File: src/source/rv_defines.svh
// Global sizes for the three-stage integer pipeline
// Included by the package and by every module that needs the data width
// or the register count

`ifndef RV_DEFINES_SVH
`define RV_DEFINES_SVH

// Data path width in bits
`define RV_XLEN  32

// Architectural registers, x0 included
`define RV_NREGS 32

`endif

File: src/source/rv_pkg.sv
// Shared types for the three-stage integer pipeline
// Holds the opcode and ALU encodings, the decoded control word and the
// payloads passed from decode to execute and from execute to writeback.
// Modules take it with a wildcard import in their header.

`include "rv_defines.svh"

package rv_pkg;

    typedef enum logic [6:0] {
        OP_IMM = 7'b0010011, // I-type arithmetic
        OP     = 7'b0110011  // R-type arithmetic
    } opcode_t;

    // ADDI and ADD/SUB both use funct3 000, each inside its own opcode group
    typedef logic [2:0] funct3_t;

    localparam funct3_t ADDI    = 3'b000;
    localparam funct3_t ADD_SUB = 3'b000;

    typedef enum logic {
        ALU_ADD = 1'b0,
        ALU_SUB = 1'b1
    } alu_t;

    typedef enum logic {
        OP2_RS2 = 1'b0, // Second register operand
        OP2_IMM = 1'b1  // Sign-extended immediate
    } op2_sel_t;

    typedef struct packed {
        logic     write;
        logic     illegal;
        alu_t     alu_op;
        op2_sel_t op2_sel;
    } ctrl_t;

    localparam ctrl_t CTRL_NOP     = '{1'b0, 1'b0, ALU_ADD, OP2_RS2};
    localparam ctrl_t CTRL_ADDI    = '{1'b1, 1'b0, ALU_ADD, OP2_IMM};
    localparam ctrl_t CTRL_ADD     = '{1'b1, 1'b0, ALU_ADD, OP2_RS2};
    localparam ctrl_t CTRL_SUB     = '{1'b1, 1'b0, ALU_SUB, OP2_RS2};
    localparam ctrl_t CTRL_INVALID = '{1'b0, 1'b1, ALU_ADD, OP2_RS2};

    // Decode to execute
    typedef struct packed {
        logic                valid;
        ctrl_t               ctrl;
        logic [4:0]          rd;
        logic [`RV_XLEN-1:0] rs1_data;
        logic [`RV_XLEN-1:0] rs2_data;
        logic [`RV_XLEN-1:0] imm;
    } ex_payload_t;

    // Execute to writeback
    typedef struct packed {
        logic                valid;
        logic                illegal;
        logic                write;
        logic [4:0]          rd;
        logic [`RV_XLEN-1:0] result;
    } wb_payload_t;

endpackage

File: src/source/rv_decoder.sv
// Decode and register-read stage
// Captures the incoming instruction strobe, decodes ADDI, ADD and SUB into
// a control word, drives the register-file read ports and assembles the
// payload for the execute stage. Unsupported encodings pass on as
// non-writing entries with the illegal flag set.

`timescale 1ns/1ps

`include "rv_defines.svh"

module rv_decoder
    import rv_pkg::*;
(
    input  logic                clk,
    input  logic                resetn,
    input  logic                instr_valid,
    input  logic [31:0]         instr,
    input  logic [`RV_XLEN-1:0] rs1_data,
    input  logic [`RV_XLEN-1:0] rs2_data,
    output logic [4:0]          rs1_addr,
    output logic [4:0]          rs2_addr,
    output ex_payload_t         id_ex
);

    logic        valid_q;
    logic [31:0] instr_q;

    opcode_t     opcode;
    funct3_t     funct3;
    logic [6:0]  funct7;
    logic [4:0]  rd;
    ctrl_t       ctrl;
    logic [`RV_XLEN-1:0] imm;

    // Instruction register
    always_ff @(posedge clk) begin
        if (!resetn) begin
            valid_q <= 1'b0;
            instr_q <= '0;
        end else begin
            valid_q <= instr_valid;
            instr_q <= instr;
        end
    end

    // Field split
    assign opcode   = opcode_t'(instr_q[6:0]);
    assign rd       = instr_q[11:7];
    assign funct3   = instr_q[14:12];
    assign rs1_addr = instr_q[19:15];
    assign rs2_addr = instr_q[24:20];
    assign funct7   = instr_q[31:25];

    // I-type immediate
    assign imm = {{(`RV_XLEN-12){instr_q[31]}}, instr_q[31:20]};

    always_comb begin
        ctrl = CTRL_NOP; // Bubble
        if (valid_q) begin
            unique case (opcode)
                OP_IMM: begin
                    unique case (funct3)
                        ADDI:    ctrl = CTRL_ADDI;
                        default: ctrl = CTRL_INVALID;
                    endcase
                end
                OP: begin
                    unique case (funct3)
                        ADD_SUB: ctrl = funct7[5] ? CTRL_SUB : CTRL_ADD;
                        default: ctrl = CTRL_INVALID;
                    endcase
                end
                default: ctrl = CTRL_INVALID;
            endcase
        end
    end

    always_comb begin
        id_ex.valid    = valid_q;
        id_ex.ctrl     = ctrl;
        id_ex.rd       = rd;
        id_ex.rs1_data = rs1_data; // Same-cycle regfile read
        id_ex.rs2_data = rs2_data;
        id_ex.imm      = imm;
    end

endmodule

File: src/source/rv_execute.sv
// Execute stage
// Registers the decode payload, picks the second operand from the register
// or the immediate, adds or subtracts with 32-bit wraparound and registers
// the result together with its writeback control.

`timescale 1ns/1ps

`include "rv_defines.svh"

module rv_execute
    import rv_pkg::*;
(
    input  logic        clk,
    input  logic        resetn,
    input  ex_payload_t id_ex,
    output wb_payload_t ex_wb
);

    ex_payload_t         ex_q;
    logic [`RV_XLEN-1:0] op1;
    logic [`RV_XLEN-1:0] op2;
    logic [`RV_XLEN-1:0] result;

    // Execute stage register
    always_ff @(posedge clk) begin
        if (!resetn) begin
            ex_q.valid <= 1'b0;
            ex_q.ctrl  <= CTRL_NOP;
        end else begin
            ex_q <= id_ex;
        end
    end

    assign op1 = ex_q.rs1_data;
    assign op2 = (ex_q.ctrl.op2_sel == OP2_IMM) ? ex_q.imm : ex_q.rs2_data;

    always_comb begin
        unique case (ex_q.ctrl.alu_op)
            ALU_SUB: result = op1 - op2; // Wraps mod 2^32
            default: result = op1 + op2;
        endcase
    end

    // Writeback register
    always_ff @(posedge clk) begin
        if (!resetn) begin
            ex_wb.valid   <= 1'b0;
            ex_wb.illegal <= 1'b0;
            ex_wb.write   <= 1'b0;
        end else begin
            ex_wb.valid   <= ex_q.valid;
            ex_wb.illegal <= ex_q.ctrl.illegal;
            ex_wb.write   <= ex_q.ctrl.write;
        end
    end

    always_ff @(posedge clk) begin
        ex_wb.rd     <= ex_q.rd;
        ex_wb.result <= result;
    end

endmodule

File: src/source/rv_pipeline_top.sv
// Top level of the three-stage integer pipeline
// Instructions enter as a plain strobe and pass through decode, execute and
// writeback. Each result is written to the register file and shown on the
// writeback ports for one cycle. Illegal encodings show up there as well,
// flagged and without a register write.

`timescale 1ns/1ps

`include "rv_defines.svh"

module rv_pipeline_top
    import rv_pkg::*;
(
    input  logic                clk,
    input  logic                resetn,
    input  logic                instr_valid,
    input  logic [31:0]         instr,
    output logic                wb_valid,
    output logic                wb_illegal,
    output logic [4:0]          wb_rd,
    output logic [`RV_XLEN-1:0] wb_data
);

    ex_payload_t         id_ex;
    wb_payload_t         ex_wb;
    logic [4:0]          rs1_addr;
    logic [4:0]          rs2_addr;
    logic [`RV_XLEN-1:0] rs1_data;
    logic [`RV_XLEN-1:0] rs2_data;
    logic                wr_en;

    rv_decoder u_decoder (
        .clk         (clk),
        .resetn      (resetn),
        .instr_valid (instr_valid),
        .instr       (instr),
        .rs1_data    (rs1_data),
        .rs2_data    (rs2_data),
        .rs1_addr    (rs1_addr),
        .rs2_addr    (rs2_addr),
        .id_ex       (id_ex)
    );

    rv_regfile u_regfile (
        .clk      (clk),
        .resetn   (resetn),
        .rs1_addr (rs1_addr),
        .rs2_addr (rs2_addr),
        .wr_en    (wr_en),
        .wr_addr  (ex_wb.rd),
        .wr_data  (ex_wb.result),
        .rs1_data (rs1_data),
        .rs2_data (rs2_data)
    );

    rv_execute u_execute (
        .clk    (clk),
        .resetn (resetn),
        .id_ex  (id_ex),
        .ex_wb  (ex_wb)
    );

    assign wr_en = ex_wb.valid && ex_wb.write; // x0 filtered in regfile

    assign wb_valid   = ex_wb.valid;
    assign wb_illegal = ex_wb.illegal;
    assign wb_rd      = ex_wb.rd;
    assign wb_data    = ex_wb.result;

endmodule

File: src/source/rv_regfile.sv
// Integer register file
// 32 entries with two combinational read ports and one synchronous write
// port. x0 always reads as zero and ignores writes. A read that hits the
// register being written in the same cycle returns the new data, so a
// consumer two slots behind its producer needs no forwarding.

`timescale 1ns/1ps

`include "rv_defines.svh"

module rv_regfile
    import rv_pkg::*;
(
    input  logic                clk,
    input  logic                resetn,
    input  logic [4:0]          rs1_addr,
    input  logic [4:0]          rs2_addr,
    input  logic                wr_en,
    input  logic [4:0]          wr_addr,
    input  logic [`RV_XLEN-1:0] wr_data,
    output logic [`RV_XLEN-1:0] rs1_data,
    output logic [`RV_XLEN-1:0] rs2_data
);

    logic [`RV_XLEN-1:0] regs [`RV_NREGS];
    logic                wr_live;

    assign wr_live = wr_en && (wr_addr != 5'd0); // x0 is read-only

    always_ff @(posedge clk) begin
        if (!resetn) begin
            for (int i = 0; i < `RV_NREGS; i++) begin
                regs[i] <= '0;
            end
        end else if (wr_live) begin
            regs[wr_addr] <= wr_data;
        end
    end

    always_comb begin
        if (rs1_addr == 5'd0)
            rs1_data = '0;
        else if (wr_live && (wr_addr == rs1_addr))
            rs1_data = wr_data; // Write-through
        else
            rs1_data = regs[rs1_addr];
    end

    always_comb begin
        if (rs2_addr == 5'd0)
            rs2_data = '0;
        else if (wr_live && (wr_addr == rs2_addr))
            rs2_data = wr_data; // Write-through
        else
            rs2_data = regs[rs2_addr];
    end

endmodule

File: config.mk
export PLATFORM = sky130hd
export DESIGN_NAME = rv_pipeline_top
export DESIGN_NICKNAME = d
export VERILOG_FILES = /design/src/source/rv_pkg.sv /design/src/source/rv_decoder.sv /design/src/source/rv_execute.sv /design/src/source/rv_pipeline_top.sv /design/src/source/rv_regfile.sv
export VERILOG_INCLUDE_DIRS = /design/src /design/src/source
export SDC_FILE = /design/constraint.sdc
export NUM_CORES = 2
export LEC_CHECK = 0
export ABC_CLOCK_PERIOD_IN_PS = 9300
export BUFFER_PORTS_ARGS = -buffer_cell sky130_fd_sc_hd__buf_2
export CAP_MARGIN = 25
export CELL_PAD_IN_SITES_DETAIL_PLACEMENT = 1
export CELL_PAD_IN_SITES_GLOBAL_PLACEMENT = 1
export CORE_ASPECT_RATIO = 1.75
export CORE_MARGIN = 2
export CORE_UTILIZATION = 40
export DETAILED_ROUTE_END_ITERATION = 8
export PLACE_DENSITY_LB_ADDON = 0.1
export SYNTH_ARGS = -nofsm -noshare
export SYNTH_HDL_FRONTEND = slang
export SYNTH_SLANG_ARGS = --single-unit
export TNS_END_PERCENT = 10
File: constraint.sdc
create_clock -name clk -period 9.3 [get_ports clk]
set_input_delay 0.93 -clock clk [delete_from_list [all_inputs] [get_ports clk]]
set_output_delay 0.93 -clock clk [all_outputs]
set_load 0.05 [all_outputs]
[After elaboration in Yosys (flattened, before gate mapping)]
Memories as Yosys holds them, arrays and structs flattened. A register that Yosys moved wholly into a read port is not among the register bits.
Cells that the tools add are included.
Operators by class
  eq/ne operators: 2
  multiplexer cells: 13
  reductions and logical operators: 8
  $add $sub $neg: 2
Operators by type and width (number)
  $mux 32: 3
  $add 32x32->32: 1
  $reduce_or 32->1: 1
  $sub 32x32->32: 1
  $logic_not 5->1: 2
  $mux 4: 2
  $pmux 4 s2: 1
  $eq 7x5->1 const B: 1
  $eq 7x6->1 const B: 1
  $mux 1: 5
  $mux 5: 1
  $reduce_bool 5->1: 1
  $logic_not 3->1: 1
  $logic_and 1x1->1: 2
  $mux 2: 1
  $reduce_and 2->1: 1
Storage, ports and cells
  register bits after elaboration: 95
  output and inout bits: 39
  bits in writable memories: 1024
  logic and storage cells: 40
  memories kept: 1
Memory list
  u_regfile.regs: depth 32, bits a word 32, rd ports 2, clocked after memory_dff 2, wr ports 32, line rv_regfile.sv:25  | logic [`RV_XLEN-1:0] regs [`RV_NREGS];

[Longest topological paths before layout]
  depth after elaboration: 7
  mapped depth: 22
  gate-level depth less buffers: 18

[By module]
A second synthesis with hierarchy kept.
Unflattened totals
  cell total of the unflattened synthesis: 4668
  area, all modules: 64226.6 sq um
Modules (own cells, without submodules)
  rv_regfile: instances 1, sequential area each 30749.5 sq um, cells each 3928, area an instance 55647.1 sq um
  rv_execute: instances 1, sequential area each 3933.8 sq um, cells each 548, area an instance 6782.8 sq um
  rv_decoder: instances 1, sequential area each 660.6 sq um, cells each 191, area an instance 1790.5 sq um
  rv_pipeline_top: instances 1, sequential area each 0.0 sq um, cells each 1, area an instance 6.3 sq um

[Worst setup path before layout]
OpenSTA, ideal clock, no wires.
  kind: reg-to-reg
  start point: register u_execute.ex_q[101] (netlist name)
  end point: register, netlist name u_execute.ex_wb[29]
  arrival time: 4.630 ns
  data required time: 9.184 ns
  library setup time: 0.116 ns
  setup slack: 4.553 ns
  period minus slack after synthesis: 4.747 ns
  cell stages (with the launch flop): 23
  path through: dfxtp_1 > buf_6 > buf_2 > buf_2 > buf_1 > mux2i_1 > ha_1 > o2111ai_1 > or3_4 > a211oi_4 > a21boi_4 > o21ai_2 > nand2_1 > a21boi_0 > ha_1 > a221oi_1 > o21ai_0 > a41o_1 > nand3_1 > nand3_1 > a31oi_1 > o21ai_0 > o211a_1
Between the ends
  longest elaborated chain between the ends: 3
RTL lines
  start, declared: line rv_execute.sv:19  | ex_payload_t ex_q;
  start signal, assigned: line rv_execute.sv:30  | ex_q <= id_ex;
  $mux 32 (*): line rv_execute.sv:35  | assign op2 = (ex_q.ctrl.op2_sel == OP2_IMM) ? ex_q.imm : ex_q.rs2_data;
  $add 32x32->32 / $sub 32x32->32 (equally long branches): line rv_execute.sv:40, rv_execute.sv:39
  $mux 32 (*): line rv_execute.sv:38  | unique case (ex_q.ctrl.alu_op)
  named net u_execute.result[29]: line rv_execute.sv:22  | logic [`RV_XLEN-1:0] result;
The timed path passes the listed nets; every way through them passes the cells marked *.
A chain may end at the register's enable or synchronous reset.

[Worst setup path after layout]
  start point: register u_execute.ex_q[101] (netlist name)
  end point: register, netlist name u_execute.ex_wb[29]
Between the ends
  longest elaborated chain between the ends: 3
RTL lines (line)
  $mux 32 (*): rv_execute.sv:35
  $add 32x32->32 / $sub 32x32->32 (equally long branches): rv_execute.sv:40, rv_execute.sv:39
  $mux 32 (*): rv_execute.sv:38
  named net u_execute.result[29]: rv_execute.sv:22
Marks and branches as above.

==> impl_metrics.csv <==
group,metric,value,unit
die,die_y,526,µm
setup_path,startpoint_type,"flop",
sta,final_max_slew_viol_count,0,
cts,cts_setup_buffers,0,
synthesis,yosys.area.top_type,"edfxtp_1",
setup_path,crit_path_top_delay_cell,"or3_4",
global_routing,grt-ovfl-total,0,
sta,max_freq,0.192,GHz
finish,syn_to_final_growth,11.6,%
hold_path,hold_path.class,"flop to flop",
finish,layout-drive-gt1-share,0.253,
sta,setup_tns,0,ns
cts,htreeDepth,3,
drt,final_antenna_net_count,0,
drt,wl_per_cell,38.8,µm
run_status,outcome,"completed",
cts,cts_made_buffers,117,
cts,clock_latency,0.76,ns
placed_design,place_hpwl,151,mm
cts,clock-sinks,1183,
synthesis,synth_top_area_frac,0.532,
synthesis,ys_warn_count,0,
sta,min_period,5.22,ns
setup_path,cpPeakStageDelay,0.50,ns
sta,relSlewSlack,0.278,
synthesis,yosysSeqAreaShare,0.557,
global_routing,antenna_found_initial,30,
synthesis,synth_area_per_cell,14.7,µm²
sta,finClkSkew,0.0374,ns
cts,ctsHoldBuffers,0,
cts,cts-resized-gates,0,
drt,wl_met2,129,mm
synthesis,ys_types,73,
finish,final_nets,4252,
synthesis,synth_area,0.0624,mm²
global_routing,grt_pass1_vias,42000,
power_and_ir_drop,pwr_density_cell,202,mW/mm²
sta,rsz0062_at_grt,"false",
die,initial_core_util,0.403,
setup_path,path_buf_inv,1,
drt,via_per_inst,6.27,
sta,post-route-period-util,0.561,
setup_path,cp_top_family,"compound AO/OA/AOI/OAI gates",
setup_path,worstPathRequired,9.95,ns
sta,worstMarginPinSlew,1.08,ns
drt,drtIter0Drc,3830,
power_and_ir_drop,finalPower,14.1,mW
die,core-area,0.155,mm²
cts,clk_pin_slew_worst_paths,0.07,ns
setup_path,cp-end-kind,"flop",
sta,setup_violations,0,
drt,firstDrtPassIters,5,
cts,cts_tree,"built",
drt,wl_met1,86.5,mm
setup_path,cp_max_fo,47,
die,die_w,303,µm
die,rows,191,
job,cap_viol_max_count,0,
power_and_ir_drop,cellLeakagePower,24.2,nW
drt,met3_length,14.2,mm
setup_path,arrival,5.87,ns
die,ios,74,
placed_design,portBuffers,73,
placed_design,place_congestion,0.915,
drt,vias,39700,
drt,drc_errors,0,
synthesis,synth_edf_count,1105,
synthesis,syn_inst,4256,
synthesis,async_reset_ff_frac,0,
power_and_ir_drop,ir_worst_vdd,223,µV
die,die_area,0.159,mm²
sta,hold_viol_final,0,
cts,ctsRootBufferMaster,"clkbuf_16",
drt,dr.max_layer_used,"met5",
finish,fill_cells,15100,
setup_path,worstSetupPathType,"flop to flop",
cts,clock_path_buffers,3,
synthesis,ys_seq_elements,1183,
synthesis,synthFlopType,"edfxtp_1",
global_routing,grt_pass1_wl,340,mm
global_routing,grt_max_degree,86,
synthesis,synth.area.top_cells,"edfxtp_1 (53%), mux4_2 (19%), and2_1 (10%)",
setup_path,worstPathCellList,"buf_4, mux2i_1, ha_1, o2111ai_1, or3_4, a211oi_4, a21boi_4, o21ai_2, nand2_1, a21boi_0, ha_1, a221oi_1, o21ai_0, a41o_1, nand3_1, nand3_1, a31oi_1, o21ai_0, o211a_1",
drt,wl,246,mm
global_routing,track_usage,0.312,
[routing by layer]
metal | GRT usage | up-vias
met3 | 0.0428 | 598
met4 | 0.190 | 4
met5 | 0 | -
met1 | 0.356 | 21400
li1 | - | 16000
met2 | 0.549 | 1689
[layout by cell type (no fill, tap or decap), types with 8 or more instances in the layout]
cell / Yosys / layout
o22ai_1: 32 / 32
nor2_4: 0 / 30
o21bai_1: 25 / 24
o221ai_1: 41 / 41
clkinv_2: 0 / 27
xnor2_1: 33 / 33
buf_4: 46 / 143
nand2_1: 89 / 88
edfxtp_1: 1105 / 1105
a22o_1: 9 / 9
a221oi_1: 16 / 16
inv_1: 14 / 13
conb_1: 1 / 32
o21ai_0: 144 / 114
dfxtp_4: 0 / 10
mux2i_1: 171 / 171
a21oi_1: 89 / 89
o21ai_4: 0 / 30
dfxtp_1: 78 / 67
clkbuf_1: 312 / 17
nor3_1: 23 / 21
nand3b_1: 8 / 8
clkinv_1: 0 / 20
nor2_1: 97 / 67
buf_12: 0 / 11
mux2_2: 62 / 62
a21o_1: 30 / 30
a211oi_1: 13 / 13
and2_1: 1032 / 1032
a31oi_1: 9 / 9
diode_2: 0 / 21
nand3_1: 10 / 9
mux4_2: 514 / 514
clkbuf_16: 0 / 119
ha_1: 32 / 32
bufinv_16: 0 / 26
buf_2: 68 / 72
xor2_1: 29 / 29
[power breakdown]
group	internal (mW)	leakage [nW]	switching (mW)	total [mW]
clock	3.06	2.03	2.22	5.28
sequential	6.08	12.1	0.190	6.27
combinational	0.729	10.1	1.78	2.51
[per-stage QoR]
step | area [µm²] | util | hold slack (ns) | cells | setup WS (ns)
floorplan | 62500 | - | 0.323 | 4287 | 4.55
global placement | 65300 | 0.422 | 0.327 | 6085 | 4.00
detailed placement | 65400 | 0.422 | 0.331 | 6089 | 4.17
CTS | 69600 | 0.449 | 0.345 | 6309 | 4.12
global route | 69600 | 0.449 | 0.354 | 6314 | 3.58
finish | 69600 | 0.450 | 0.344 | 6332 | 4.08
[cell usage after synthesis (14+ instances only)]
cell      count
a221oi_1     16
nor3_1       23
buf_4        46
mux4_2      514
a21oi_1      89
xnor2_1      33
xor2_1       29
o22ai_1      32
buf_1        24
mux2_2       62
a21o_1       30
o21ai_0     144
dfxtp_1      78
edfxtp_1   1105
and2_1     1032
nand2_1      89
o21bai_1     25
inv_1        14
mux2i_1     171
ha_1         32
nor2_1       97
buf_2        68
o221ai_1     41
clkbuf_1    312
[worst register-to-register path, delay by kind of cell (launching register included)]
kind	cells	cell delay, ns
multiplexers	1	0.38
adder cells (fa/ha/maj)	2	0.62
AO/OA/AOI/OAI	11	2.54
AND/OR/NAND/NOR	4	0.82
flip-flops	1	0.32
buffers and inverters	1	0.43
[registers in the layout (all words and copies together), names as in the netlist]
register,count
u_execute.ex_q,54
u_decoder.valid_q,1
u_execute.op1,32
u_decoder.instr_q,32
u_regfile.regs,1024
u_execute.ex_wb,40
[layout make-up]
class                           count  area, µm²  area share
Timing Repair Buffer              230       1710      0.0246
Antenna cell                       21       52.6    0.000755
Inverter                           14       52.6    0.000755
Clock buffer                      137       3060      0.0439
Sequential cell                  1183      34800       0.499
Multi-Input combinational cell   2638      26400       0.378
Tap cell                         2026       2530      0.0364
Clock inverter                     83       1090      0.0157
[final timing paths]
path,slack [ns],start,end,cells after the start
worst min-delay path,0.34,u_execute.ex_q[98],u_execute.ex_wb[34],0
worst max-delay path,4.08,u_execute.ex_q[101],u_execute.ex_wb[29],19
worst min register to register,0.34,u_execute.ex_q[98],u_execute.ex_wb[34],0
worst max register to register,4.08,u_execute.ex_q[101],u_execute.ex_wb[29],19
[cells by family (layout without fill, tap and decap cells)]
| family | Yosys count | count (layout) | share of synthesized area |
|---|---|---|---|
| adder cells (fa/ha/maj) | 33 | 33 | 0.00674 |
| AND/OR/NAND/NOR | 1314 | 1314 | 0.125 |
| flip-flops | 1183 | 1183 | 0.557 |
| XOR/XNOR | 62 | 62 | 0.00871 |
| other | 1 | 53 | 0.0000601 |
| multiplexers | 747 | 747 | 0.224 |
| buffers and inverters | 466 | 464 | 0.0324 |
| AO/OA/AOI/OAI | 450 | 450 | 0.0464 |
Power figures use the tool's default switching activity.
